[src/hw/ap_fetch_defs.svh]
`ifndef AP_FETCH_DEFS_SVH
`define AP_FETCH_DEFS_SVH

// ~~~~~~~~~~~~~~~~~~~~~~~~~~~~~~~~~~~~~~~~~~~~~~~~~~~~~~~~~~~~
// Word and address widths.
// ~~~~~~~~~~~~~~~~~~~~~~~~~~~~~~~~~~~~~~~~~~~~~~~~~~~~~~~~~~~~
`define AP_ISA_WIDTH        30
`define AP_ADDR_WIDTH       16
`define AP_DDR_ADDR_WIDTH   28
`define AP_LEN_WIDTH        10
`define AP_WORD_BYTES       8

// ~~~~~~~~~~~~~~~~~~~~~~~~~~~~~~~~~~~~~~~~~~~~~~~~~~~~~~~~~~~~
// Storage depths.
// ~~~~~~~~~~~~~~~~~~~~~~~~~~~~~~~~~~~~~~~~~~~~~~~~~~~~~~~~~~~~
`define AP_WINDOW_DEPTH     128
`define AP_WINDOW_IDX_WIDTH $clog2(`AP_WINDOW_DEPTH)
`define AP_PROGRAM_DEPTH    300
`define AP_ISR_DEPTH        16
`define AP_ISR_ADDR_WIDTH   $clog2(`AP_ISR_DEPTH)

`endif

[src/hw/ap_fetch_pkg.sv]
`include "ap_fetch_defs.svh"

package ap_fetch_pkg;

    // Opcode codes, gaps are illegal.
    typedef enum logic [3:0] {
        reset     = 4'd1,
        ret       = 4'd2,
        load_rbr  = 4'd4,
        load_cbc  = 4'd5,
        store_rbr = 4'd6,
        store_cbc = 4'd7,
        copy      = 4'd8,
        add       = 4'd9,
        sub       = 4'd10,
        tsc       = 4'd11,
        abs       = 4'd12
    } opcode_t;

    typedef enum logic [1:0] {
        none = 2'd0,
        m_a  = 2'd1,
        m_b  = 2'd2,
        m_r  = 2'd3
    } operand_mode_t;

    typedef enum logic [1:0] {
        mem_op     = 2'd0,
        row_op     = 2'd1,
        ctrl_op    = 2'd2,
        illegal_op = 2'd3
    } op_class_t;

    // Memory transfers carry a full program address in the low half.
    typedef struct packed {
        opcode_t                   opcode;
        logic [7:0]                cam_addr;
        operand_mode_t             mode;
        logic [`AP_ADDR_WIDTH-1:0] mem_addr;
    } isa_mem_t;

    // Row operations split the low half into a source row and a count.
    typedef struct packed {
        opcode_t       opcode;
        logic [7:0]    cam_addr;
        operand_mode_t mode;
        logic [7:0]    src_row;
        logic [7:0]    count;
    } isa_row_t;

    typedef union packed {
        isa_mem_t mem;
        isa_row_t row;
    } isa_word_t;

endpackage

[src/hw/ins_issue.sv]
`include "ap_fetch_defs.svh"

module ins_issue
(
    input  logic                      clk,
    input  logic                      rst,
    input  logic                      cache_hit,
    input  ap_fetch_pkg::isa_word_t   cache_word,
    input  logic                      isr_hit,
    input  ap_fetch_pkg::isa_word_t   isr_word,
    output ap_fetch_pkg::isa_word_t   instruction,
    output logic                      ins_valid,
    output ap_fetch_pkg::op_class_t   op_class,
    output logic [`AP_ADDR_WIDTH-1:0] mem_addr,
    output logic [7:0]                src_row,
    output logic [7:0]                count,
    output logic                      ill_op
);

    ap_fetch_pkg::isa_word_t   sel_word;
    ap_fetch_pkg::op_class_t   sel_class;
    logic                      sel_valid;
    logic [`AP_ADDR_WIDTH-1:0] dec_mem_addr;
    logic [7:0]                dec_src_row;
    logic [7:0]                dec_count;

    // Only one source answers in any cycle.
    assign sel_valid = cache_hit | isr_hit;
    assign sel_word  = cache_hit ? cache_word : isr_word;

    always_comb
    begin
        dec_mem_addr = '0;
        dec_src_row  = '0;
        dec_count    = '0;
        case (sel_word.mem.opcode)
            ap_fetch_pkg::load_rbr, ap_fetch_pkg::load_cbc,
            ap_fetch_pkg::store_rbr, ap_fetch_pkg::store_cbc:
            begin
                sel_class    = ap_fetch_pkg::mem_op;
                dec_mem_addr = sel_word.mem.mem_addr;
            end
            ap_fetch_pkg::copy, ap_fetch_pkg::add, ap_fetch_pkg::sub,
            ap_fetch_pkg::tsc, ap_fetch_pkg::abs:
            begin
                sel_class   = ap_fetch_pkg::row_op;
                dec_src_row = sel_word.row.src_row;
                dec_count   = sel_word.row.count;
            end
            ap_fetch_pkg::reset, ap_fetch_pkg::ret:
            begin
                sel_class = ap_fetch_pkg::ctrl_op;
            end
            default:
            begin
                sel_class = ap_fetch_pkg::illegal_op;
            end
        endcase
    end

    always_ff @(posedge clk or negedge rst)
    begin
        if (!rst)
        begin
            ins_valid <= 1'b0;
            ill_op    <= 1'b0;
        end
        else
        begin
            ins_valid <= sel_valid;
            ill_op    <= sel_valid && (sel_class == ap_fetch_pkg::illegal_op);
        end
    end

    always_ff @(posedge clk)
    begin
        if (sel_valid)
        begin
            instruction <= sel_word;
            op_class    <= sel_class;
            mem_addr    <= dec_mem_addr;
            src_row     <= dec_src_row;
            count       <= dec_count;
        end
    end

endmodule

[config.mk]
export PLATFORM = sky130hd
export DESIGN_NAME = ins_issue
export DESIGN_NICKNAME = d
export VERILOG_FILES = /design/src/hw/ap_fetch_pkg.sv /design/src/hw/ins_issue.sv
export VERILOG_INCLUDE_DIRS = /design/src /design/src/hw
export SDC_FILE = /design/constraint.sdc
export NUM_CORES = 1
export LEC_CHECK = 0
export BUFFER_PORTS_ARGS = -buffer_cell sky130_fd_sc_hd__buf_2
export CORE_UTILIZATION = 32
export CTS_BUF_LIST = sky130_fd_sc_hd__clkbuf_8 sky130_fd_sc_hd__clkbuf_16
export CTS_CLUSTER_SIZE = 20
export DETAILED_ROUTE_END_ITERATION = 10
export GPL_TIMING_DRIVEN = 0
export HOLD_SLACK_MARGIN = 0.03
export SLEW_MARGIN = 20
export SYNTH_ARGS = -nofsm -noshare
export SYNTH_HDL_FRONTEND = slang
export SYNTH_SLANG_ARGS = --single-unit
[constraint.sdc]
create_clock -name clk -period 0.8 [get_ports clk]
set_clock_uncertainty 0.1 [all_clocks]
set_input_delay 0.08 -clock clk [delete_from_list [all_inputs] [get_ports clk]]
set_output_delay 0.08 -clock clk [all_outputs]
set_load 0.01 [all_outputs]
==> reports/qor.txt <==
Syn Nets: 230
post-synthesis average cell area: 16.0 um2
cells along the critical path: buf_2
Ys Warns: 0
DIE WIDTH: 93.2 um
DRT iter0 DRCs: 69
final WL: 6400 um
Max stage delay on crit path: 380 ps
first-pass GRT wire length: 8830 um
slowest stage cell, crit path: edfxtp_1
Slew Limit Headroom: 80.8%
Hold Path Depth: 2
RSZ-0062 raised after global routing: true
Top Ports: 130
TritonCTS Buffers: 9
Distinct cells, synth: 20
Crit path max-delay family: flip-flops
Routability Congestion: 0.728
Rows: 32
Vias: 1,883
clock buffer depth: 2
Post-Syn Area: 2660 um2
vias per cell: 4.38
initial antenna violation count: 0
Power Density: 1990 nW/um2
hold_ws: -56.1 ps
Fillers: 689
worst vdd ir: 723 uV
area of the die: 8690 um2
HPWL after DPL: 3780 um
Final Setup Violations: 103
hold-fix buffers at CTS: 2
Max Cap Viol: 0
initial cell density of the core: 33.8%
Tcrit/Tclk final: 130%
clock tree from TritonCTS: done
Layout area overhead: 56.5%
layout cells sized above 1: 66.8%
commonest non-fill, non-tap cell in the layout: buf_2
n_diodes: 0
CP Buf/Inv Count: 1
pins over their slew limit: 0
setup ws final: -243 ps
# nets final: 387
Lkg Pwr: 0.00181 uW
largest net degree at the start of global routing: 34
Post-Place Setup Slack: -610 ps
Highest Clock Rate: 959 MHz
clk slew on worst S/H paths: 70 ps
root buf cell: clkbuf_8
Yosys reg bits: 66
remaining global-route overflow: 0
Worst EP arrival: 860 ps
CTS sink cnt: 66
Slew @ Worst Pin: 283 ps
port buffer count: 128
GRT Total Usage: 14.1%
# DRC: 0
final hold vios: 30
Core Footprint: 7890 um2
Non-Filler Instances: 430
Worst Hold End: instruction[23]$_DFFE_PP_
drt pass-1 iters: 4
most frequent cells in the layout: buf_2, edfxtp_1, nor2_1, inv_1, mux2i_4
Hold Startpoint: cache_word[23]
post-layout util: 52.9%
Worst setup EP type: primary output
Worst EP required: 620 ps
status: finished with violations
vias in the first global route: 1,788
violated checks: hold timing, setup timing
Die Height: 93.2 um
ANT nets after route: 0
placed cells: 396
Max FO, Critical Path: 1
CP Class: register to primary output
Final min period: 1040 ps
worst min path class: input port to register
type of origin of the critical path: register
wire length per cell: 14.9 um
Mapped Cells: 166
sequential area share after synthesis: 74.0%
H-Tree Depth: 3
## registers in the layout, summed over array words and instances, names as in the netlist
register,count
count,8
ins_valid,1
src_row,8
mem_addr,16
op_class,2
instruction,30
ill_op,1
## metal layers
layer	vias up	wire length, um	track usage, %
li1	909	-	-
met2	78	3180	23.8
met4	0	92	6.54
met3	9	396	4.31
met5	-	0	0
met1	887	2740	16.3
## through the flow
stage	hold WS, ps	TNS (ps)	total power, uW	area, um2
2_1_floorplan	-316	-43870	4990	2720
3_3_place_gp	-233	-64350	5570	3480
3_5_place_dp	-234	-65880	5590	3480
4_1_cts	-70.3	-17770	8200	3920
5_1_grt	-67.0	-19270	8640	4170
6_report	-56.1	-15680	8300	4170
## synthesized netlist by cell type
master,instances,area (um2)
mux2_4,1,15.0
inv_1,16,60.1
or2_2,1,6.26
nor2b_1,1,6.26
dfrtp_1,2,50.1
o22a_4,1,17.5
nand2_1,1,3.75
nand2_2,1,6.26
and4_1,1,8.76
mux2_2,12,135
nor2_1,35,131
and2_1,2,12.5
xor2_1,2,17.5
nand2b_4,1,13.8
buf_2,1,5.00
buf_6,5,56.3
mux2i_1,16,160
o221ai_4,1,26.3
o21ai_0,2,10.0
edfxtp_1,64,1920
## logic make-up (layout without fill, tap and decap cells)
kind of cell / after synthesis / count (layout) / synth area share [%]
flip-flops: 66 / 66 / 74.0
AND/OR/NAND/NOR: 43 / 46 / 7.09
XOR/XNOR: 2 / 2 / 0.658
AO/OA/AOI/OAI: 4 / 4 / 2.02
buffers and inverters: 22 / 181 / 4.56
multiplexers: 29 / 29 / 11.6
## how the worst max path moves through the flow
stage | from | to | slack, ps | cells past startpoint
floorplan | cache_hit | count[0]$_SDFFCE_PN0P_ | -400 | 2
global placement | cache_hit | instruction[14]$_DFFE_PP_ | -600 | 2
detailed placement | cache_hit | count[5]$_SDFFCE_PN0P_ | -610 | 2
CTS | src_row[2]$_SDFFCE_PN0P_ | src_row[2] | -260 | 1
global route | instruction[7]$_DFFE_PP_ | instruction[7] | -290 | 1
finish | instruction[29]$_DFFE_PP_ | instruction[29] | -240 | 1
## area by class of cell
cell class / instances / area (um2) / share of cell area [%]
sequential: 66 / 1970 / 47.3
buffer: 6 / 101 / 2.43
clock buffer: 9 / 124 / 2.97
inverter: 16 / 60.1 / 1.44
clock inverter: 7 / 45.0 / 1.08
timing repair buffer: 143 / 856 / 20.5
tap: 102 / 128 / 3.06
multi-input combinational: 81 / 883 / 21.2
## power breakdown
part           switching (uW)  leakage (uW)  internal, uW  total (uW)
registers                80.0      0.000692          4200        4280
logic                     823       0.00103           786        1610
clock network            1300     0.0000791          1110        2410
total                    2200       0.00181          6100        8300
## timing repair
item	4_1_cts	5_1_grt
resized for setup	34	31
hold endpoints to repair	62	53
buffers inserted	4	5
pin swaps	9	6
endpoints found under the setup margin	185	152
cloned	3	5
(Power assumes the default switching activity.)
