`src/hw/ap_fetch_defs.svh`:
```
`ifndef AP_FETCH_DEFS_SVH
`define AP_FETCH_DEFS_SVH

// ~~~~~~~~~~~~~~~~~~~~~~~~~~~~~~~~~~~~~~~~~~~~~~~~~~~~~~~~~~~~
// Word and address widths.
// ~~~~~~~~~~~~~~~~~~~~~~~~~~~~~~~~~~~~~~~~~~~~~~~~~~~~~~~~~~~~
`define AP_ISA_WIDTH        30
`define AP_ADDR_WIDTH       16
`define AP_DDR_ADDR_WIDTH   28
`define AP_LEN_WIDTH        10
`define AP_WORD_BYTES       8

// ~~~~~~~~~~~~~~~~~~~~~~~~~~~~~~~~~~~~~~~~~~~~~~~~~~~~~~~~~~~~
// Storage depths.
// ~~~~~~~~~~~~~~~~~~~~~~~~~~~~~~~~~~~~~~~~~~~~~~~~~~~~~~~~~~~~
`define AP_WINDOW_DEPTH     128
`define AP_WINDOW_IDX_WIDTH $clog2(`AP_WINDOW_DEPTH)
`define AP_PROGRAM_DEPTH    300
`define AP_ISR_DEPTH        16
`define AP_ISR_ADDR_WIDTH   $clog2(`AP_ISR_DEPTH)

`endif

```
`src/hw/ap_fetch_pkg.sv`:
```
`include "ap_fetch_defs.svh"

package ap_fetch_pkg;

    // Opcode codes, gaps are illegal.
    typedef enum logic [3:0] {
        reset     = 4'd1,
        ret       = 4'd2,
        load_rbr  = 4'd4,
        load_cbc  = 4'd5,
        store_rbr = 4'd6,
        store_cbc = 4'd7,
        copy      = 4'd8,
        add       = 4'd9,
        sub       = 4'd10,
        tsc       = 4'd11,
        abs       = 4'd12
    } opcode_t;

    typedef enum logic [1:0] {
        none = 2'd0,
        m_a  = 2'd1,
        m_b  = 2'd2,
        m_r  = 2'd3
    } operand_mode_t;

    typedef enum logic [1:0] {
        mem_op     = 2'd0,
        row_op     = 2'd1,
        ctrl_op    = 2'd2,
        illegal_op = 2'd3
    } op_class_t;

    // Memory transfers carry a full program address in the low half.
    typedef struct packed {
        opcode_t                   opcode;
        logic [7:0]                cam_addr;
        operand_mode_t             mode;
        logic [`AP_ADDR_WIDTH-1:0] mem_addr;
    } isa_mem_t;

    // Row operations split the low half into a source row and a count.
    typedef struct packed {
        opcode_t       opcode;
        logic [7:0]    cam_addr;
        operand_mode_t mode;
        logic [7:0]    src_row;
        logic [7:0]    count;
    } isa_row_t;

    typedef union packed {
        isa_mem_t mem;
        isa_row_t row;
    } isa_word_t;

endpackage

```
`src/hw/ins_cache.sv`:
```
`include "ap_fetch_defs.svh"

module ins_cache
(
    input  logic                          clk,
    input  logic                          rst,
    input  logic                          fetch,
    input  logic [`AP_ADDR_WIDTH-1:0]     addr_ins,
    input  ap_fetch_pkg::isa_word_t       instruction_to_cache,
    input  logic [`AP_LEN_WIDTH-1:0]      rd_cnt_isa,
    input  logic                          rd_burst_data_valid,
    output logic                          ins_cache_rdy,
    output logic                          isa_read_req,
    output logic [`AP_DDR_ADDR_WIDTH-1:0] isa_read_addr,
    output logic [`AP_LEN_WIDTH-1:0]      isa_read_len,
    output logic [`AP_LEN_WIDTH-1:0]      load_times,
    output logic                          cache_hit,
    output ap_fetch_pkg::isa_word_t       cache_word
);

    localparam logic [1:0] st_idle  = 2'd0;
    localparam logic [1:0] st_load  = 2'd1;
    localparam logic [1:0] st_serve = 2'd2;

    ap_fetch_pkg::isa_word_t window [0:`AP_WINDOW_DEPTH-1];

    logic [1:0]                          state;
    logic [`AP_ADDR_WIDTH-1:0]           tag;
    logic [`AP_LEN_WIDTH-1:0]            loaded_len;
    logic                                valid;

    logic                                lookup;
    logic                                in_window;
    logic [`AP_ADDR_WIDTH-1:0]           offset;
    logic [`AP_ADDR_WIDTH-1:0]           remaining;
    logic [`AP_LEN_WIDTH-1:0]            new_len;
    logic [`AP_DDR_ADDR_WIDTH-1:0]       addr_ext;
    logic [`AP_LEN_WIDTH-1:0]            beat_idx;
    logic [`AP_WINDOW_IDX_WIDTH-1:0]     rd_idx;
    logic                                burst_done;
    logic                                hit_pend;
    logic [`AP_WINDOW_IDX_WIDTH-1:0]     hit_idx;

    // ~~~~~~~~~~~~~~~~~~~~~~~~~~~~~~~~~~~~~~~~~~~~~~~~~~~~~~~~~~~~
    // Window lookup.
    // ~~~~~~~~~~~~~~~~~~~~~~~~~~~~~~~~~~~~~~~~~~~~~~~~~~~~~~~~~~~~
    assign lookup = (state == st_idle) && fetch && !addr_ins[`AP_ADDR_WIDTH-1];
    assign offset = addr_ins - tag;
    assign in_window = valid && (addr_ins >= tag)
        && (offset < {{(`AP_ADDR_WIDTH-`AP_LEN_WIDTH){1'b0}}, loaded_len});

    // New window starts at the fetch address and is cut at the program end.
    assign remaining = `AP_ADDR_WIDTH'(`AP_PROGRAM_DEPTH) - addr_ins;
    assign new_len = (remaining < `AP_ADDR_WIDTH'(`AP_WINDOW_DEPTH))
        ? remaining[`AP_LEN_WIDTH-1:0] : `AP_LEN_WIDTH'(`AP_WINDOW_DEPTH);
    assign addr_ext = {{(`AP_DDR_ADDR_WIDTH-`AP_ADDR_WIDTH){1'b0}}, addr_ins};

    assign beat_idx = rd_cnt_isa - 1'b1;
    assign burst_done = (state == st_load) && rd_burst_data_valid
        && (rd_cnt_isa == isa_read_len);

    // After a load the pending address is the tag itself.
    assign rd_idx = (state == st_serve) ? '0 : hit_idx;

    // ~~~~~~~~~~~~~~~~~~~~~~~~~~~~~~~~~~~~~~~~~~~~~~~~~~~~~~~~~~~~
    // Load FSM.
    // ~~~~~~~~~~~~~~~~~~~~~~~~~~~~~~~~~~~~~~~~~~~~~~~~~~~~~~~~~~~~
    always_ff @(posedge clk or negedge rst)
    begin
        if (!rst)
        begin
            state         <= st_idle;
            tag           <= '0;
            loaded_len    <= '0;
            valid         <= 1'b0;
            ins_cache_rdy <= 1'b1;
            isa_read_req  <= 1'b0;
            isa_read_addr <= '0;
            isa_read_len  <= '0;
            load_times    <= '0;
            cache_hit     <= 1'b0;
            hit_pend      <= 1'b0;
        end
        else
        begin
            // A hit answers one cycle after the lookup.
            cache_hit <= hit_pend;
            hit_pend  <= 1'b0;
            case (state)
                st_idle:
                begin
                    if (lookup && in_window)
                    begin
                        hit_pend <= 1'b1;
                    end
                    else if (lookup)
                    begin
                        state         <= st_load;
                        tag           <= addr_ins;
                        valid         <= 1'b0;
                        ins_cache_rdy <= 1'b0;
                        isa_read_req  <= 1'b1;
                        isa_read_addr <= addr_ext * `AP_DDR_ADDR_WIDTH'(`AP_WORD_BYTES);
                        isa_read_len  <= new_len;
                    end
                end
                st_load:
                begin
                    if (burst_done)
                    begin
                        state        <= st_serve;
                        isa_read_req <= 1'b0;
                        loaded_len   <= isa_read_len;
                        valid        <= 1'b1;
                        load_times   <= load_times + 1'b1;
                    end
                end
                st_serve:
                begin
                    state         <= st_idle;
                    cache_hit     <= 1'b1;
                    ins_cache_rdy <= 1'b1;
                end
                default:
                begin
                    state <= st_idle;
                end
            endcase
        end
    end

    // Beat k lands at index k-1.
    always_ff @(posedge clk)
    begin
        if ((state == st_load) && rd_burst_data_valid)
        begin
            window[beat_idx[`AP_WINDOW_IDX_WIDTH-1:0]] <= instruction_to_cache;
        end
    end

    always_ff @(posedge clk)
    begin
        if (lookup && in_window)
        begin
            hit_idx <= offset[`AP_WINDOW_IDX_WIDTH-1:0];
        end
        if (hit_pend || (state == st_serve))
        begin
            cache_word <= window[rd_idx];
        end
    end

endmodule

```
`config.mk`:
```
export PLATFORM = sky130hd
export DESIGN_NAME = ins_cache
export DESIGN_NICKNAME = d
export VERILOG_FILES = /design/src/hw/ap_fetch_pkg.sv /design/src/hw/ins_cache.sv
export VERILOG_INCLUDE_DIRS = /design/src /design/src/hw
export SDC_FILE = /design/constraint.sdc
export NUM_CORES = 2
export LEC_CHECK = 0
export BUFFER_PORTS_ARGS = -buffer_cell sky130_fd_sc_hd__buf_4
export CELL_PAD_IN_SITES_DETAIL_PLACEMENT = 1
export CELL_PAD_IN_SITES_GLOBAL_PLACEMENT = 2
export CORE_ASPECT_RATIO = 1.5
export CORE_MARGIN = 2
export CORE_UTILIZATION = 47
export CTS_CLUSTER_DIAMETER = 120
export DETAILED_ROUTE_END_ITERATION = 12
export GPL_TIMING_DRIVEN = 1
export PLACE_DENSITY_LB_ADDON = 0.1
export SLEW_MARGIN = 20
export SYNTH_ARGS = -nofsm -noshare
export SYNTH_HDL_FRONTEND = slang
export SYNTH_SLANG_ARGS = --single-unit
export TNS_END_PERCENT = 1
```
`constraint.sdc`:
```
create_clock -name clk -period 5.63 [get_ports clk]
set_clock_uncertainty 0.1 [all_clocks]
set_input_delay 0.8445 -clock clk [delete_from_list [all_inputs] [get_ports clk]]
set_output_delay 0.8445 -clock clk [all_outputs]
set_load 0.01 [all_outputs]
```
==> impl_metrics.csv <==
group,metric,value,unit
synthesis,ys.flop_type,"edfxtp_1",
pwr,p_switching,12.1,mW
sta,period_share,0.811,
sta,final_hold_viol_count,0,
final_layout,register_area,118000,µm²
floorplan,core,331000,µm²
final_layout,area_growth,14.3,%
floorplan,die_h,710,µm
placed_design,placed_area,166000,µm²
sta,setup_viol,0,
sta,worst_slew_pin_slew,1330,ps
drt,wire_per_inst,37.9,µm
drt,vias_per_cell,6.41,
placed_design,dp_cells,14300,
synthesis,synth_cell_type_count,89,
floorplan,die_area,337000,µm²
synthesis,synthTopCellsByArea,"edfxtp_1 75%, nand2_1 2.9%, mux2i_1 2.8%",
global_route,grt_max_degree,129,
synthesis,seq_area_frac_synth,0.755,
global_route,track_usage,0.336,
floorplan,fp-row-count,259,
cts,h-tree-depth,5,
cts,cts_setup_buffers,0,
cts,clock_sinks,3930,
cts,path_clk_slew,60,ps
cts,postCtsHoldBufs,1,
synthesis,netlist_instances,9877,
global_route,busiest_layer,"met2",
final_layout,multi_input_area,36100,µm²
pwr,pwr-share-comb,0.019,
pwr,p_clk_frac,0.433,
cts,cts_made_buffers,379,
synthesis,synth-seq-cells,3930,
global_route,met1_usage,0.409,
drt,drc,0,
global_route,grt_use_met2,0.559,
synthesis,ys_warn_count,0,
critical_path,startpoint_type,"flop",
critical_path,path_class,"flop to flop",
global_route,first_global_vias,99382,
cts,ctsResizeCount,0,
pwr,p_sw_frac,0.206,
cts,clock_path_buffers,4,
drt,drt-pass1-iter-count,6,
cts,cts_root_buf,"clkbuf_16",
final_layout,fin_area,178000,µm²
critical_path,worstPathArrival,5170,ps
final_layout,stdcell_count,15145,
pwr,p_leak,58.3,nW
placed_design,gp_congestion,0.882,
drt,drtIter0Drc,11299,
cts,tritoncts,"built",
pwr,p_total,58.8,mW
synthesis,synth_top_area_frac,0.746,
global_route,grt_pass1_wl,788000,µm
drt,routed-via-count,97065,
global_route,grt_antenna_before_repair,48,
synthesis,synth_edf_count,3877,
synthesis,yosys.cell_count.top_type,"edfxtp_1",
global_route,met3_usage,0.0467,
pwr,p_per_area,330,nW/µm²
synthesis,synth_area,156000,µm²
drt,wl,574000,µm
sta,slew_violations,0,
outcome,outcome,"completed",
synthesis,async_flop_share,0.0135,
final_layout,fill_cells,30700,
flow_run,drv_cap,0,
floorplan,initial_core_util,0.471,
sta,setup_tns,0,ps
sta,rsz0062_at_grt,"no",
synthesis,yosysTopAreaCell,"edfxtp_1",
min_path,min_path_type,"input port to flop",
floorplan,die_w,474,µm
cts,insertion_delay,960,ps
floorplan,ios,141,
drt,ant_nets,0,
sta,fmax,0.219,GHz
final_layout,finalNetCount,10335,
sta,maxSlewHeadroom,0.114,
synthesis,post_synth.cell_area_avg,15.8,µm²
critical_path,end_kind,"flop",
critical_path,crit_fanout,71,
placed_design,io_buffers,128,
critical_path,required,6230,ps
pwr,seqPwrFrac,0.548,
placed_design,dp_hpwl,353000,µm
sta,period_needed,4570,ps
final_layout,drive_above_1_share,0.161,
pwr,internal_power,46.7,mW
pwr,peakVddDrop,0.224,mV
global_route,grt-ovfl-total,0,
synthesis,synth_common_cells,"3,877 x edfxtp_1, 1,197 x nand2_1, 497 x a21oi_1",
-- area by class of cell --
type,count,area share
diodes,160,0.00225
clock buffers,480,0.0571
clock inverters,203,0.0103
inverters,46,0.00104
multi-input cells,5211,0.202
flip-flops and latches,3930,0.661
well taps,4437,0.0311
repair buffers,678,0.0352
-- per-stage QoR --
| step | setup slack [ps] | util | hold WS, ps |
|---|---|---|---|
| after global placement | 190 | 0.501 | 365 |
| after CTS | 1130 | 0.537 | 4.68 |
| after detailed placement | 475 | 0.501 | 382 |
| after floorplan | 1140 | - | 351 |
| after global routing | 845 | 0.539 | 61.7 |
| final | 1060 | 0.539 | 61.1 |
-- power groups by stage --
stage / combinational, mW / clock, mW / sequential, mW
after global placement: 1.07 / 0 / 32.9
after floorplan: 0.227 / 0 / 32.9
final: 1.12 / 25.5 / 32.3
after global routing: 1.16 / 26.7 / 32.3
after detailed placement: 1.11 / 0 / 32.9
after CTS: 1.11 / 25.7 / 32.3
-- final timing paths --
path | start | endpoint | slack [ps] | cells after the start
worst max-delay path | state[1] | cache_word[7] | 1060 | 11
worst min-delay path | addr_ins[10] | isa_read_addr[13] | 60 | 2
worst max register to register | state[1] | cache_word[7] | 1060 | 11
worst min register to register | load_times[9] | load_times[9] | 390 | 1
max in group asynchronous | rst | isa_read_addr[16] | 4510 | 2
min in group asynchronous | rst | hit_pend | 440 | 2
-- state kept, by name, indices dropped and copies added, names as in the netlist, 2 cells and up --
register / cells
window: 3840
cache_word: 30
isa_read_addr: 16
isa_read_len: 10
load_times: 10
loaded_len: 10
hit_idx: 7
state: 2
-- placed cells by master, fill, tap and decap left out, types with 30 or more instances in the layout --
master     netlist  routed
a211oi_1       182     182
a21oi_1        497     495
a221oi_1        31      31
a22oi_1        103     103
a311o_1         33      33
a311oi_1        63      62
a31oi_1        121     118
and3_1         193     193
buf_12           0      94
buf_4           46     579
bufinv_16        0      34
clkbuf_1       186      83
clkbuf_16        0     391
clkinv_1         0      84
clkinv_2         0      65
dfrtp_1         52      52
diode_2          0     160
edfxtp_1      3877    3877
inv_1           44      44
mux2_2         126     126
mux2i_1        432     432
mux4_2         154     154
nand2_1       1197    1186
nand3_1        249     243
nor2_1         356     218
nor2_4           0     135
nor3_1          68      67
o2111ai_1       48      48
o211ai_1       193     193
o21a_1         130     130
o21ai_0        193     192
o221ai_1       123     123
o22ai_1        270     268
xnor2_1         30      30
-- worst max-delay path, stage by stage, from the launching register on --
cell	delay, ps
dfrtp_1	460
and2b_4	390
buf_4	350
o21ai_4	230
buf_12	450
o221ai_1	180
a221oi_1	530
o21ai_0	140
o22ai_1	620
nor3_1	150
buf_4	220
o2111ai_1	390
-- logic make-up after synthesis --
family,Yosys count,share of synthesized area
flip-flops,3930,0.755
AO/OA/AOI/OAI,2202,0.0964
AND/OR/NAND/NOR,2199,0.0611
buffers and inverters,747,0.0226
multiplexers,726,0.0601
XOR/XNOR,43,0.00241
adder cells (fa/ha/maj),29,0.00237
other,1,0.0000240
-- metal layers --
layer / share of wire / wire length [µm]
met4: 0.075 / 43300
met2: 0.49 / 282000
met1: 0.37 / 211000
met3: 0.067 / 38500
met5: 0.000070 / 40
Power figures use the tool's default switching activity.
