===== config.mk =====
export PLATFORM = sky130hd
export DESIGN_NAME = isr_store
export DESIGN_NICKNAME = d
export VERILOG_FILES = /design/src/hw/ap_fetch_pkg.sv /design/src/hw/isr_store.sv
export VERILOG_INCLUDE_DIRS = /design/src /design/src/hw
export SDC_FILE = /design/constraint.sdc
export NUM_CORES = 1
export LEC_CHECK = 0
export BUFFER_PORTS_ARGS = -buffer_cell sky130_fd_sc_hd__buf_2
export CAP_MARGIN = 20
export CORE_AREA = 2 2 264 266
export CTS_CLUSTER_SIZE = 8
export DETAILED_ROUTE_END_ITERATION = 6
export DIE_AREA = 0 0 266 268
export MAX_ROUTING_LAYER = met4
export SYNTH_ARGS = -nofsm -noshare
export SYNTH_HDL_FRONTEND = slang
export SYNTH_SLANG_ARGS = --single-unit

===== constraint.sdc =====
create_clock -name clk -period 2.3 [get_ports clk]
set_clock_uncertainty 0.1 [all_clocks]
set_input_delay 0.23 -clock clk [delete_from_list [all_inputs] [get_ports clk]]
set_output_delay 0.23 -clock clk [all_outputs]
set_load 0.005 [all_outputs]

===== src/hw/ap_fetch_defs.svh =====
`ifndef AP_FETCH_DEFS_SVH
`define AP_FETCH_DEFS_SVH

// ~~~~~~~~~~~~~~~~~~~~~~~~~~~~~~~~~~~~~~~~~~~~~~~~~~~~~~~~~~~~
// Word and address widths.
// ~~~~~~~~~~~~~~~~~~~~~~~~~~~~~~~~~~~~~~~~~~~~~~~~~~~~~~~~~~~~
`define AP_ISA_WIDTH        30
`define AP_ADDR_WIDTH       16
`define AP_DDR_ADDR_WIDTH   28
`define AP_LEN_WIDTH        10
`define AP_WORD_BYTES       8

// ~~~~~~~~~~~~~~~~~~~~~~~~~~~~~~~~~~~~~~~~~~~~~~~~~~~~~~~~~~~~
// Storage depths.
// ~~~~~~~~~~~~~~~~~~~~~~~~~~~~~~~~~~~~~~~~~~~~~~~~~~~~~~~~~~~~
`define AP_WINDOW_DEPTH     128
`define AP_WINDOW_IDX_WIDTH $clog2(`AP_WINDOW_DEPTH)
`define AP_PROGRAM_DEPTH    300
`define AP_ISR_DEPTH        16
`define AP_ISR_ADDR_WIDTH   $clog2(`AP_ISR_DEPTH)

`endif


===== src/hw/ap_fetch_pkg.sv =====
`include "ap_fetch_defs.svh"

package ap_fetch_pkg;

    // Opcode codes, gaps are illegal.
    typedef enum logic [3:0] {
        reset     = 4'd1,
        ret       = 4'd2,
        load_rbr  = 4'd4,
        load_cbc  = 4'd5,
        store_rbr = 4'd6,
        store_cbc = 4'd7,
        copy      = 4'd8,
        add       = 4'd9,
        sub       = 4'd10,
        tsc       = 4'd11,
        abs       = 4'd12
    } opcode_t;

    typedef enum logic [1:0] {
        none = 2'd0,
        m_a  = 2'd1,
        m_b  = 2'd2,
        m_r  = 2'd3
    } operand_mode_t;

    typedef enum logic [1:0] {
        mem_op     = 2'd0,
        row_op     = 2'd1,
        ctrl_op    = 2'd2,
        illegal_op = 2'd3
    } op_class_t;

    // Memory transfers carry a full program address in the low half.
    typedef struct packed {
        opcode_t                   opcode;
        logic [7:0]                cam_addr;
        operand_mode_t             mode;
        logic [`AP_ADDR_WIDTH-1:0] mem_addr;
    } isa_mem_t;

    // Row operations split the low half into a source row and a count.
    typedef struct packed {
        opcode_t       opcode;
        logic [7:0]    cam_addr;
        operand_mode_t mode;
        logic [7:0]    src_row;
        logic [7:0]    count;
    } isa_row_t;

    typedef union packed {
        isa_mem_t mem;
        isa_row_t row;
    } isa_word_t;

endpackage


===== src/hw/isr_store.sv =====
`include "ap_fetch_defs.svh"

module isr_store
(
    input  logic                          clk,
    input  logic                          rst,
    input  logic                          fetch,
    input  logic [`AP_ADDR_WIDTH-1:0]     addr_ins,
    input  logic                          isr_we,
    input  logic [`AP_ISR_ADDR_WIDTH-1:0] isr_waddr,
    input  ap_fetch_pkg::isa_word_t       isr_wdata,
    output logic                          isr_hit,
    output ap_fetch_pkg::isa_word_t       isr_word
);

    ap_fetch_pkg::isa_word_t entry [0:`AP_ISR_DEPTH-1];

    logic                          isr_fetch;
    logic                          isr_pend;
    logic [`AP_ISR_ADDR_WIDTH-1:0] isr_idx;

    // High half of the program space belongs to the service routines.
    assign isr_fetch = fetch && addr_ins[`AP_ADDR_WIDTH-1];

    always_ff @(posedge clk or negedge rst)
    begin
        if (!rst)
        begin
            for (int i = 0; i < `AP_ISR_DEPTH; i++)
            begin
                entry[i] <= '0;
            end
            isr_pend <= 1'b0;
            isr_hit  <= 1'b0;
        end
        else
        begin
            if (isr_we)
            begin
                entry[isr_waddr] <= isr_wdata;
            end
            isr_pend <= isr_fetch;
            isr_hit  <= isr_pend;
        end
    end

    // The entry is read one cycle after the fetch is sampled.
    always_ff @(posedge clk)
    begin
        if (isr_fetch)
        begin
            isr_idx <= addr_ins[`AP_ISR_ADDR_WIDTH-1:0];
        end
        if (isr_pend)
        begin
            isr_word <= entry[isr_idx];
        end
    end

endmodule


==> results of run 1 <==
cell usage after synthesis:
library cell	instances	area share
nand3_1	2	0.00045
a22oi_1	60	0.020
nor2b_1	2	0.00056
dfrtp_1	482	0.54
nand2b_1	3	0.00084
mux2_2	439	0.22
nor4_1	1	0.00028
or3_1	2	0.00056
buf_1	3	0.00050
mux4_2	120	0.12
nand2_1	32	0.0054
and2_1	2	0.00056
clkbuf_1	53	0.0089
nor3_1	6	0.0013
nor2_1	7	0.0012
buf_2	61	0.014
edfxtp_1	34	0.046
or4_4	1	0.00050
mux2_1	41	0.021
nand3b_1	2	0.00067
cell type report:
type                       count  area (sq um)
sequential                   516         13100
fill                        6246         41300
clock inverter                 1          8.76
clock buffer                 108          2100
antenna                        1          2.50
tap                          882          1100
timing repair buffer         177          1710
multi-input combinational    720          8940
critical path, stage by stage, from the launching register on:
cell and delay [ps]:
edfxtp_1 370, buf_12 240, buf_12 230, mux4_2 510
a22oi_1 240, nand2_1 90
logic make-up (layout without fill, tap and decap cells):
kind of cell,count (synthesis),after routing,synth area share
and+or+nand+nor,60,60,0.0123
AOI/OAI and AO/OA,60,60,0.0201
buffers and inverters,117,286,0.0230
DFF,516,516,0.583
other,0,1,0
muxes,600,600,0.361
final timing paths:
check | cells after the start | to | from
max | 5 | isr_word[3] | isr_idx[0]
min in group clk | 2 | isr_idx[0] | addr_ins[0]
min | 2 | entry[424] | rst
max in group asynchronous | 3 | entry[291] | rst
max reg2reg | 5 | isr_word[3] | isr_idx[0]
min reg2reg | 1 | entry[255] | entry[255]
flip-flops by register name, indices dropped and copies added (netlist names):
register	count
isr_idx	4
entry	480
isr_pend	1
isr_word	30
isr_hit	1
per-layer routing:
| layer | share of wire | track usage |
|---|---|---|
| met1 | 0.45 | 0.224 |
| met2 | 0.48 | 0.268 |
| met3 | 0.047 | 0.0277 |
| met4 | 0.017 | 0.0466 |
| met5 | 0 | - |
power by group through the flow:
stage	sequential, W	clock (W)	combinational (W)
after floorplan	0.0120	0	0.00314
after global placement	0.0122	0	0.00399
after detailed placement	0.0124	0	0.00415
after CTS	0.0122	0.0102	0.00422
after global routing	0.0125	0.0107	0.00452
final	0.0122	0.00996	0.00414
cells in the final DEF, fill, tap and decap left out, drive strengths merged:
cell type and n:
a22oi 60, and2 2, buf 139, clkbuf 108, dfrtp 482, diode 1, dlygate4sd3 38, edfxtp 34
inv 1, mux2 480, mux4 120, nand2 32, nand2b 3, nand3 2, nand3b 2, nor2 7
nor2b 2, nor3 6, nor4 1, or3 2, or4 1
what timing repair did:
action,CTS,global route
hold endpoints to repair,550,0
setup buffers,0,0
hold buffers,38,0
gates resized for setup,0,0
endpoints found under the setup margin,0,0
per-stage QoR:
step / std cells / area [sq um] / utilization / power (W) / hold slack, ps
5_1_grt: 2405 / 26900 / 0.395 / 0.0277 / 199
6_report: 2405 / 26900 / 0.395 / 0.0263 / 146
3_5_place_dp: 2257 / 24500 / 0.359 / 0.0165 / 172
3_3_place_gp: 2257 / 24500 / 0.359 / 0.0162 / 168
2_1_floorplan: 1353 / 22400 / - / 0.0152 / -166
4_1_cts: 2404 / 26900 / 0.395 / 0.0267 / 159
==> metrics.cfg, run 1 <==
[logic_synthesis]
seq_area_frac_synth = 0.583
ys_warn_count = 0
syn_area_sq_um = 22400
yosysUniqueCellTypes = 20
syn_inst = 1353
ys_ff_latch = 516
synthesis.nets = 1407
postSynthAreaPerCell_sq_um = 16.6

[floorplanning]
io_pins = 85
core.rowCount = 96
coreArea_sq_um = 68200
fp.dieH_microns = 268
start_util = 0.329
die_area_sq_um = 71300
die_w_microns = 266

[worst_setup_path]
cp_max_fo = 19
worstPathRequired_ps = 2530
cp-end-kind = flop
path_class = flop to flop
startpoint_type = flop
cp.arrival_ps = 2310
r2r_slack_ps = 220

[finish]
nNetsFinal = 1543
synthToLayoutAreaGrowth_pct = 20.1
drive_gt1_frac = 0.526

[clocking]
clkLatencyLatePin_ps = 590
clock_path_buffers = 3
numCtsBuffers = 74
clk_pin_slew_worst_paths_ps = 50
cts_tree = built
htree_levels = 3
clock_sinks = 516
clock_tree.root_cell = clkbuf_16

[timing]
report.final.slew_viol_count = 0
fin_ws_ps = 220
max-slew-margin-rel = 0.393
period_minus_slack_ps = 2080
fmax_ghz = 0.481
worst_slew_pin_slew_ps = 908
hold_viol_final = 0
setup_violations = 0
setup-tns-final_ps = 0
min_period_over_period = 0.904
rsz0062_at_grt = no

[placed_design]
portBuffers = 73
hpwl_microns = 31900
gp_congestion = 0.725
dpl_worst_slack_ps = 213

[hold_path]
holdCritPathClass = input pin to async pin

[power_and_ir_drop]
p_leak_nw = 11.3
ir_worst_vdd_mv = 0.488
internal_power_w = 0.0201
p_seq_frac = 0.464
p_sw_frac = 0.236
p_per_area_nw_per_um2 = 977
clock_power_share = 0.378
switching_power_w = 0.00622
combPwrFrac = 0.157

[grt]
grt_pass1_vias = 13947
globalRouteTotalUtil = 0.168
grt_start_max_net_pins = 67
antenna_found_initial = 1
overflow = 0
grt_first_pass_wirelength_microns = 87200

[route]
routed_wl_microns = 56000
vias = 12433
drt_iter0_markers = 764
ant_nets = 0
first_pass_iters = 5
vias_per_cell = 5.17
wire_per_inst_microns = 23.3
drc_errors = 0

[outcome]
status = complete, no violations

[run]
maxCapViolCount = 0

No activity file was read; power rests on OpenSTA's default activity.
==> inputs of run 2 (changes only) <==
Settings changed: MAX_ROUTING_LAYER met4 to not set.
Clock period 2.3 ns to 1.95 ns, I/O delays scaled along.
==> run 2 against run 1 <==
The run now ends with negative setup slack left. Combinational power up 26%. Final cell count up 1.1%. Design area up 2.4%. Sequential cell count unchanged. Sequential power up 18%. Largest cell class unchanged.
==> metrics.cfg, run 2 (synthesis gave the netlist of run 1 again) <==
[outcome]
status = finished with violations  ; was complete, no violations
failed_checks = negative setup slack

[clocking]
cts_tree = built  ; unchanged
clkLatencyLatePin_ps = 610  ; was 590 ps
clk_pin_slew_worst_paths_ps = 50  ; about the same
clock_sinks = 516  ; unchanged
numCtsBuffers = 74  ; unchanged
htree_levels = 3  ; unchanged
clock_tree.root_cell = clkbuf_16  ; unchanged
clock_path_buffers = 3  ; unchanged

[timing]
setup-tns-final_ps = -2400  ; was 0 ps
worst_slew_pin_slew_ps = 750  ; was 908 ps
rsz0062_at_grt = yes  ; was no
period_minus_slack_ps = 2080  ; about the same
fmax_ghz = 0.482  ; was 0.481 GHz
fin_ws_ps = -126  ; was 220 ps
whs_ps = 85.2  ; was 146 ps
report.final.slew_viol_count = 0  ; unchanged
max-slew-margin-rel = 0.499  ; was 0.393
hold_viol_final = 0  ; unchanged
min_period_over_period = 1.06  ; was 0.904
setup_violations = 30  ; was 0

[floorplanning]
die_w_microns = 266  ; unchanged
coreArea_sq_um = 68200  ; unchanged
core.rowCount = 96  ; unchanged
io_pins = 85  ; unchanged
die_area_sq_um = 71300  ; unchanged
start_util = 0.329  ; unchanged
fp.dieH_microns = 268  ; unchanged

[power_and_ir_drop]
p_leak_nw = 11.5  ; was 11.3 nW
p_per_area_nw_per_um2 = 1130  ; was 977 nW/um^2
ir_worst_vdd_mv = 0.570  ; was 0.488 mV

[grt]
antenna_found_initial = 4  ; was 1
grt_pass1_vias = 13811  ; was 13947
globalRouteTotalUtil = 0.163  ; was 0.168
grt_first_pass_wirelength_microns = 87300  ; was 87200 microns
grt_start_max_net_pins = 101  ; was 67
overflow = 0  ; unchanged

[hold_path]
hold_depth = 2
worstHoldStart = fetch
min_to = isr_idx[1]
holdCritPathClass = input pin to flop  ; was input pin to async pin

[placed_design]
placed_area_sq_um = 24600  ; was 24500 sq um
portBuffers = 73  ; unchanged
hpwl_microns = 33500  ; was 31900 microns
dpl_worst_slack_ps = -170  ; was 213 ps
dp.cells = 2266  ; was 2257
gp_congestion = 0.720  ; was 0.725

[finish]
fin_area_sq_um = 27600  ; was 26900 sq um
final_cell_mix = dfrtp_1, mux2_2, mux4_2  ; unchanged
n_fill_cell = 6158  ; was 6246
largestRegisters = entry (480), isr_word (30), isr_idx (4)  ; unchanged
final_common_cell = dfrtp_1  ; unchanged
largest-register = entry  ; unchanged
nNetsFinal = 1568  ; was 1543
synthToLayoutAreaGrowth_pct = 23.0  ; was 20.1%
drive_gt1_frac = 0.564  ; was 0.526
largest_reg_flops = 480  ; unchanged
post_layout_nonfiller_instances = 2431  ; was 2405

[worst_setup_path]
cp-end-kind = flop  ; unchanged
r2r_slack_ps = -130  ; was 220 ps
reg2reg_to = isr_word[1]  ; was isr_word[3]
startpoint_type = flop  ; unchanged
rr_startpoint = isr_idx[0]  ; unchanged
cp_max_fo = 16  ; was 19
cp.arrival_ps = 2320  ; was 2310 ps
path_class = flop to flop  ; unchanged
reg2reg_depth = 5  ; unchanged
worstPathRequired_ps = 2200  ; was 2530 ps
cp-startpoint = isr_idx[0]  ; unchanged

[route]
drt_iter0_markers = 791  ; was 764
vias_per_cell = 5.24  ; was 5.17
wire_per_inst_microns = 23.7  ; was 23.3 microns
routed_wl_microns = 57500  ; was 56000 microns
vias = 12748  ; was 12433
drc_errors = 0  ; unchanged
first_pass_iters = 5  ; unchanged
ant_nets = 0  ; unchanged

[run]
maxCapViolCount = 0  ; unchanged

run 2: changes by cell type in the layout (fill, tap and decap cells not counted), moves of 3 or more:
cell / before / now
buf_16: 0 / 5
a22oi_2: 0 / 44
buf_12: 37 / 40
a22oi_1: 60 / 16
buf_4: 29 / 34
buf_8: 1 / 8
run 2: timing repair:
| action | in CTS | in global routing |
|---|---|---|
| gates cloned | 1 | 6 |
| endpoints found under the hold margin | 967 | 0 |
| endpoints found under the setup margin | 28 | 30 |
| resized for setup | 34 | 32 |
| hold buffers | 38 | 0 |
| pin swaps | 15 | 21 |
| buffers inserted | 2 | 7 |
run 2: worst max path at each step:
stage                        end  slack, ps
CTS                  isr_word[2]       -100
global route         isr_word[5]       -180
global placement     isr_word[5]       -160
detailed placement   isr_word[5]       -170
floorplan           isr_word[16]        -30
finish               isr_word[1]       -130
run 2: cell type report:
type                            instances  area [sq um]  area share
Clock inverter                          6          67.6     0.00245
Antenna cell                            1          2.50   0.0000907
Tap cell                              882          1100      0.0400
Multi-Input combinational cell        721          9180       0.333
Timing Repair Buffer                  201          2140      0.0776
Sequential cell                       516         13100       0.474
Clock buffer                          104          2010      0.0728
run 2: critical path, stage by stage, from the launching register on:
cell and delay [ps]:
edfxtp_1 440, buf_12 210, buf_12 200, mux4_2 530
a22oi_2 230, nand2_1 90
run 2: report_power, final:
part | internal (W) | switching (W)
registers | 0.0133 | 0.00115
clock network | 0.00708 | 0.00455
logic | 0.00330 | 0.00192
run 2: stage by stage:
| stage | utilization | power (W) |
|---|---|---|
| 6_report | 0.404 | 0.0313 |
| 5_1_grt | 0.404 | 0.0327 |
| 4_1_cts | 0.399 | 0.0315 |
| 3_5_place_dp | 0.360 | 0.0195 |
| 3_3_place_gp | 0.360 | 0.0192 |
| 2_1_floorplan | - | 0.0179 |
run 2: per-layer routing:
layer	GRT usage	vias up	part of all wire
li1	-	5402	-
met1	0.221	7004	0.46
met2	0.267	261	0.48
met3	0.0278	75	0.041
met4	0.0545	6	0.021
met5	0	-	0.00068
==> inputs of run 3 (changes only) <==
Settings changed: CTS_CLUSTER_SIZE 8 to 12, RECOVER_POWER set to 100.
==> run 3 against run 2 <==
The flow still finishes with violations (negative setup slack). Design area fell by 3.4%. Clock power fell by 18%. Sequential share of layout area rose by 1.7 points. Critical path type unchanged. Critical endpoint unchanged. Largest power group unchanged. Highest routed layer unchanged.
==> metrics.cfg, run 3 (synthesis gave the netlist of run 1 again) <==
[clocking]
clock_path_buffers = 3  ; unchanged
clkLatencyLatePin_ps = 590  ; was 610 ps
numCtsBuffers = 52  ; was 74
clk_pin_slew_worst_paths_ps = 60  ; was 50 ps
htree_levels = 2  ; was 3
cts_tree = built  ; unchanged
clock_sinks = 516  ; unchanged
clock_tree.root_cell = clkbuf_16  ; unchanged

[worst_setup_path]
worstPathRequired_ps = 2180  ; was 2200 ps
crit_chain = buf_6 > buf_16 > buf_16 > mux4_2 > a22oi_2 > nand2_1  ; was buf_12 > buf_12 > mux4_2 > a22oi_2 > nand2_1
cp-end-kind = flop  ; unchanged
startpoint_type = flop  ; unchanged
crit_family = multiplexers  ; unchanged
cpPeakStageDelay_ps = 530  ; about the same
cp.arrival_ps = 2310  ; was 2320 ps
timing.critical_path.mode_cell = buf_16  ; was buf_12
r2r_slack_ps = -120  ; was -130 ps
reg2reg_depth = 6  ; was 5
cp_slowest_cell = mux4_2  ; unchanged
cp_num_buf_inv = 3  ; was 2
rr_startpoint = isr_idx[0]  ; unchanged
path_class = flop to flop  ; unchanged
cp_max_fo = 16  ; unchanged
reg2reg_to = isr_word[1]  ; unchanged

[route]
ant_nets = 0  ; unchanged
wire_per_inst_microns = 23.7  ; about the same
routed_wl_microns = 57300  ; was 57500 microns
drc_errors = 0  ; unchanged
drt_iter0_markers = 835  ; was 791
vias_per_cell = 5.20  ; was 5.24
vias = 12580  ; was 12748
first_pass_iters = 4  ; was 5

[floorplanning]
die_area_sq_um = 71300  ; unchanged
start_util = 0.329  ; unchanged
coreArea_sq_um = 68200  ; unchanged
io_pins = 85  ; unchanged
die_w_microns = 266  ; unchanged
core.rowCount = 96  ; unchanged
fp.dieH_microns = 268  ; unchanged

[power_and_ir_drop]
p_leak_nw = 11.0  ; was 11.5 nW
ir_worst_vdd_mv = 0.677  ; was 0.570 mV
power_w = 0.0290  ; was 0.0313 W
p_per_area_nw_per_um2 = 1090  ; was 1130 nW/um^2

[grt]
overflow = 0  ; unchanged
globalRouteTotalUtil = 0.162  ; was 0.163
grt_pass1_vias = 13636  ; was 13811
antenna_found_initial = 4  ; unchanged
grt_first_pass_wirelength_microns = 87000  ; was 87300 microns
grt_start_max_net_pins = 101  ; unchanged

[timing]
fmax_ghz = 0.482  ; about the same
min_period_over_period = 1.06  ; about the same
fin_ws_ps = -123  ; was -126 ps
worst_slew_pin_slew_ps = 1470  ; was 750 ps
rsz0062_at_grt = yes  ; unchanged
report.final.slew_viol_count = 0  ; unchanged
hold_viol_final = 0  ; unchanged
whs_ps = 201  ; was 85.2 ps
max-slew-margin-rel = 0.0225  ; was 0.499
period_minus_slack_ps = 2070  ; was 2080 ps
setup_violations = 25  ; was 30

[finish]
final_util = 0.390  ; was 0.404
largest-register = entry  ; unchanged
synthToLayoutAreaGrowth_pct = 18.8  ; was 23.0%
final_cell_mix = dfrtp_1, mux2_2, mux4_2  ; unchanged
post_layout_nonfiller_instances = 2417  ; was 2431
drive_gt1_frac = 0.523  ; was 0.564
largest_reg_flops = 480  ; unchanged
nNetsFinal = 1548  ; was 1568
final_common_cell = dfrtp_1  ; unchanged
largestRegisters = entry (480), isr_word (30), isr_idx (4)  ; unchanged

[outcome]
status = finished with violations  ; unchanged
failed_checks = negative setup slack  ; unchanged

[placed_design]
gp_congestion = 0.720  ; unchanged
portBuffers = 73  ; unchanged
dp.cells = 2266  ; unchanged
dpl_worst_slack_ps = -170  ; unchanged
hpwl_microns = 33500  ; unchanged

[hold_path]
min_to = isr_idx[1]  ; unchanged
worstHoldStart = fetch  ; unchanged
hold_depth = 2  ; unchanged
holdCritPathClass = input pin to flop  ; unchanged

[run]
maxCapViolCount = 0  ; unchanged

## run 3: worst max-delay path by stage
stage | from | to | slack (ps) | depth (start not counted)
CTS | isr_idx[0] | isr_word[29] | -130 | 6
detailed placement | isr_idx[0] | isr_word[5] | -170 | 5
global route | isr_idx[0] | isr_word[1] | -180 | 6
global placement | isr_idx[0] | isr_word[5] | -160 | 5
floorplan | isr_idx[0] | isr_word[16] | -30 | 5
finish | isr_idx[0] | isr_word[1] | -120 | 6
## run 3: through the flow
stage	TNS, ps	instance area [sq um]
2_1_floorplan	-962	22400
3_3_place_gp	-1480	24600
3_5_place_dp	-1540	24600
4_1_cts	-2260	26800
5_1_grt	-5510	26600
6_report	-1260	26600
## run 3: worst reg2reg max path: stages, from the launching register on
cell      delay (ps)
edfxtp_1         360
buf_6            150
buf_16           160
buf_16           200
mux4_2           540
a22oi_2          200
nand2_1          100
## run 3: what timing repair did
item	in CTS	in global routing
pin swaps	13	20
hold buffers	38	0
endpoints found under the setup margin	29	30
gates resized for setup	23	45
gates cloned	3	8
hold endpoints to repair	967	0
buffers inserted	4	5
## run 3: area by class of cell
cell class	instances	area, sq um
antenna	1	2.50
clock buffer	88	1560
clock inverter	6	41.3
fill	6267	41600
multi-input combinational	721	9120
sequential	516	13100
tap	882	1100
timing repair buffer	203	1730
## run 3: routing by layer
metal  global-route usage  vias to the layer above  wire [microns]
li1                     -                     5375               -
met3               0.0270                       89            2300
met4               0.0471                        6            1290
met1                0.223                     6890           26100
met2                0.265                      220           27600
met5                    0                        -              39
## run 3: power breakdown
group          internal (W)  switching, W
Combinational       0.00325       0.00191
Clock               0.00541       0.00406
Sequential           0.0133       0.00115
Total                0.0219       0.00712
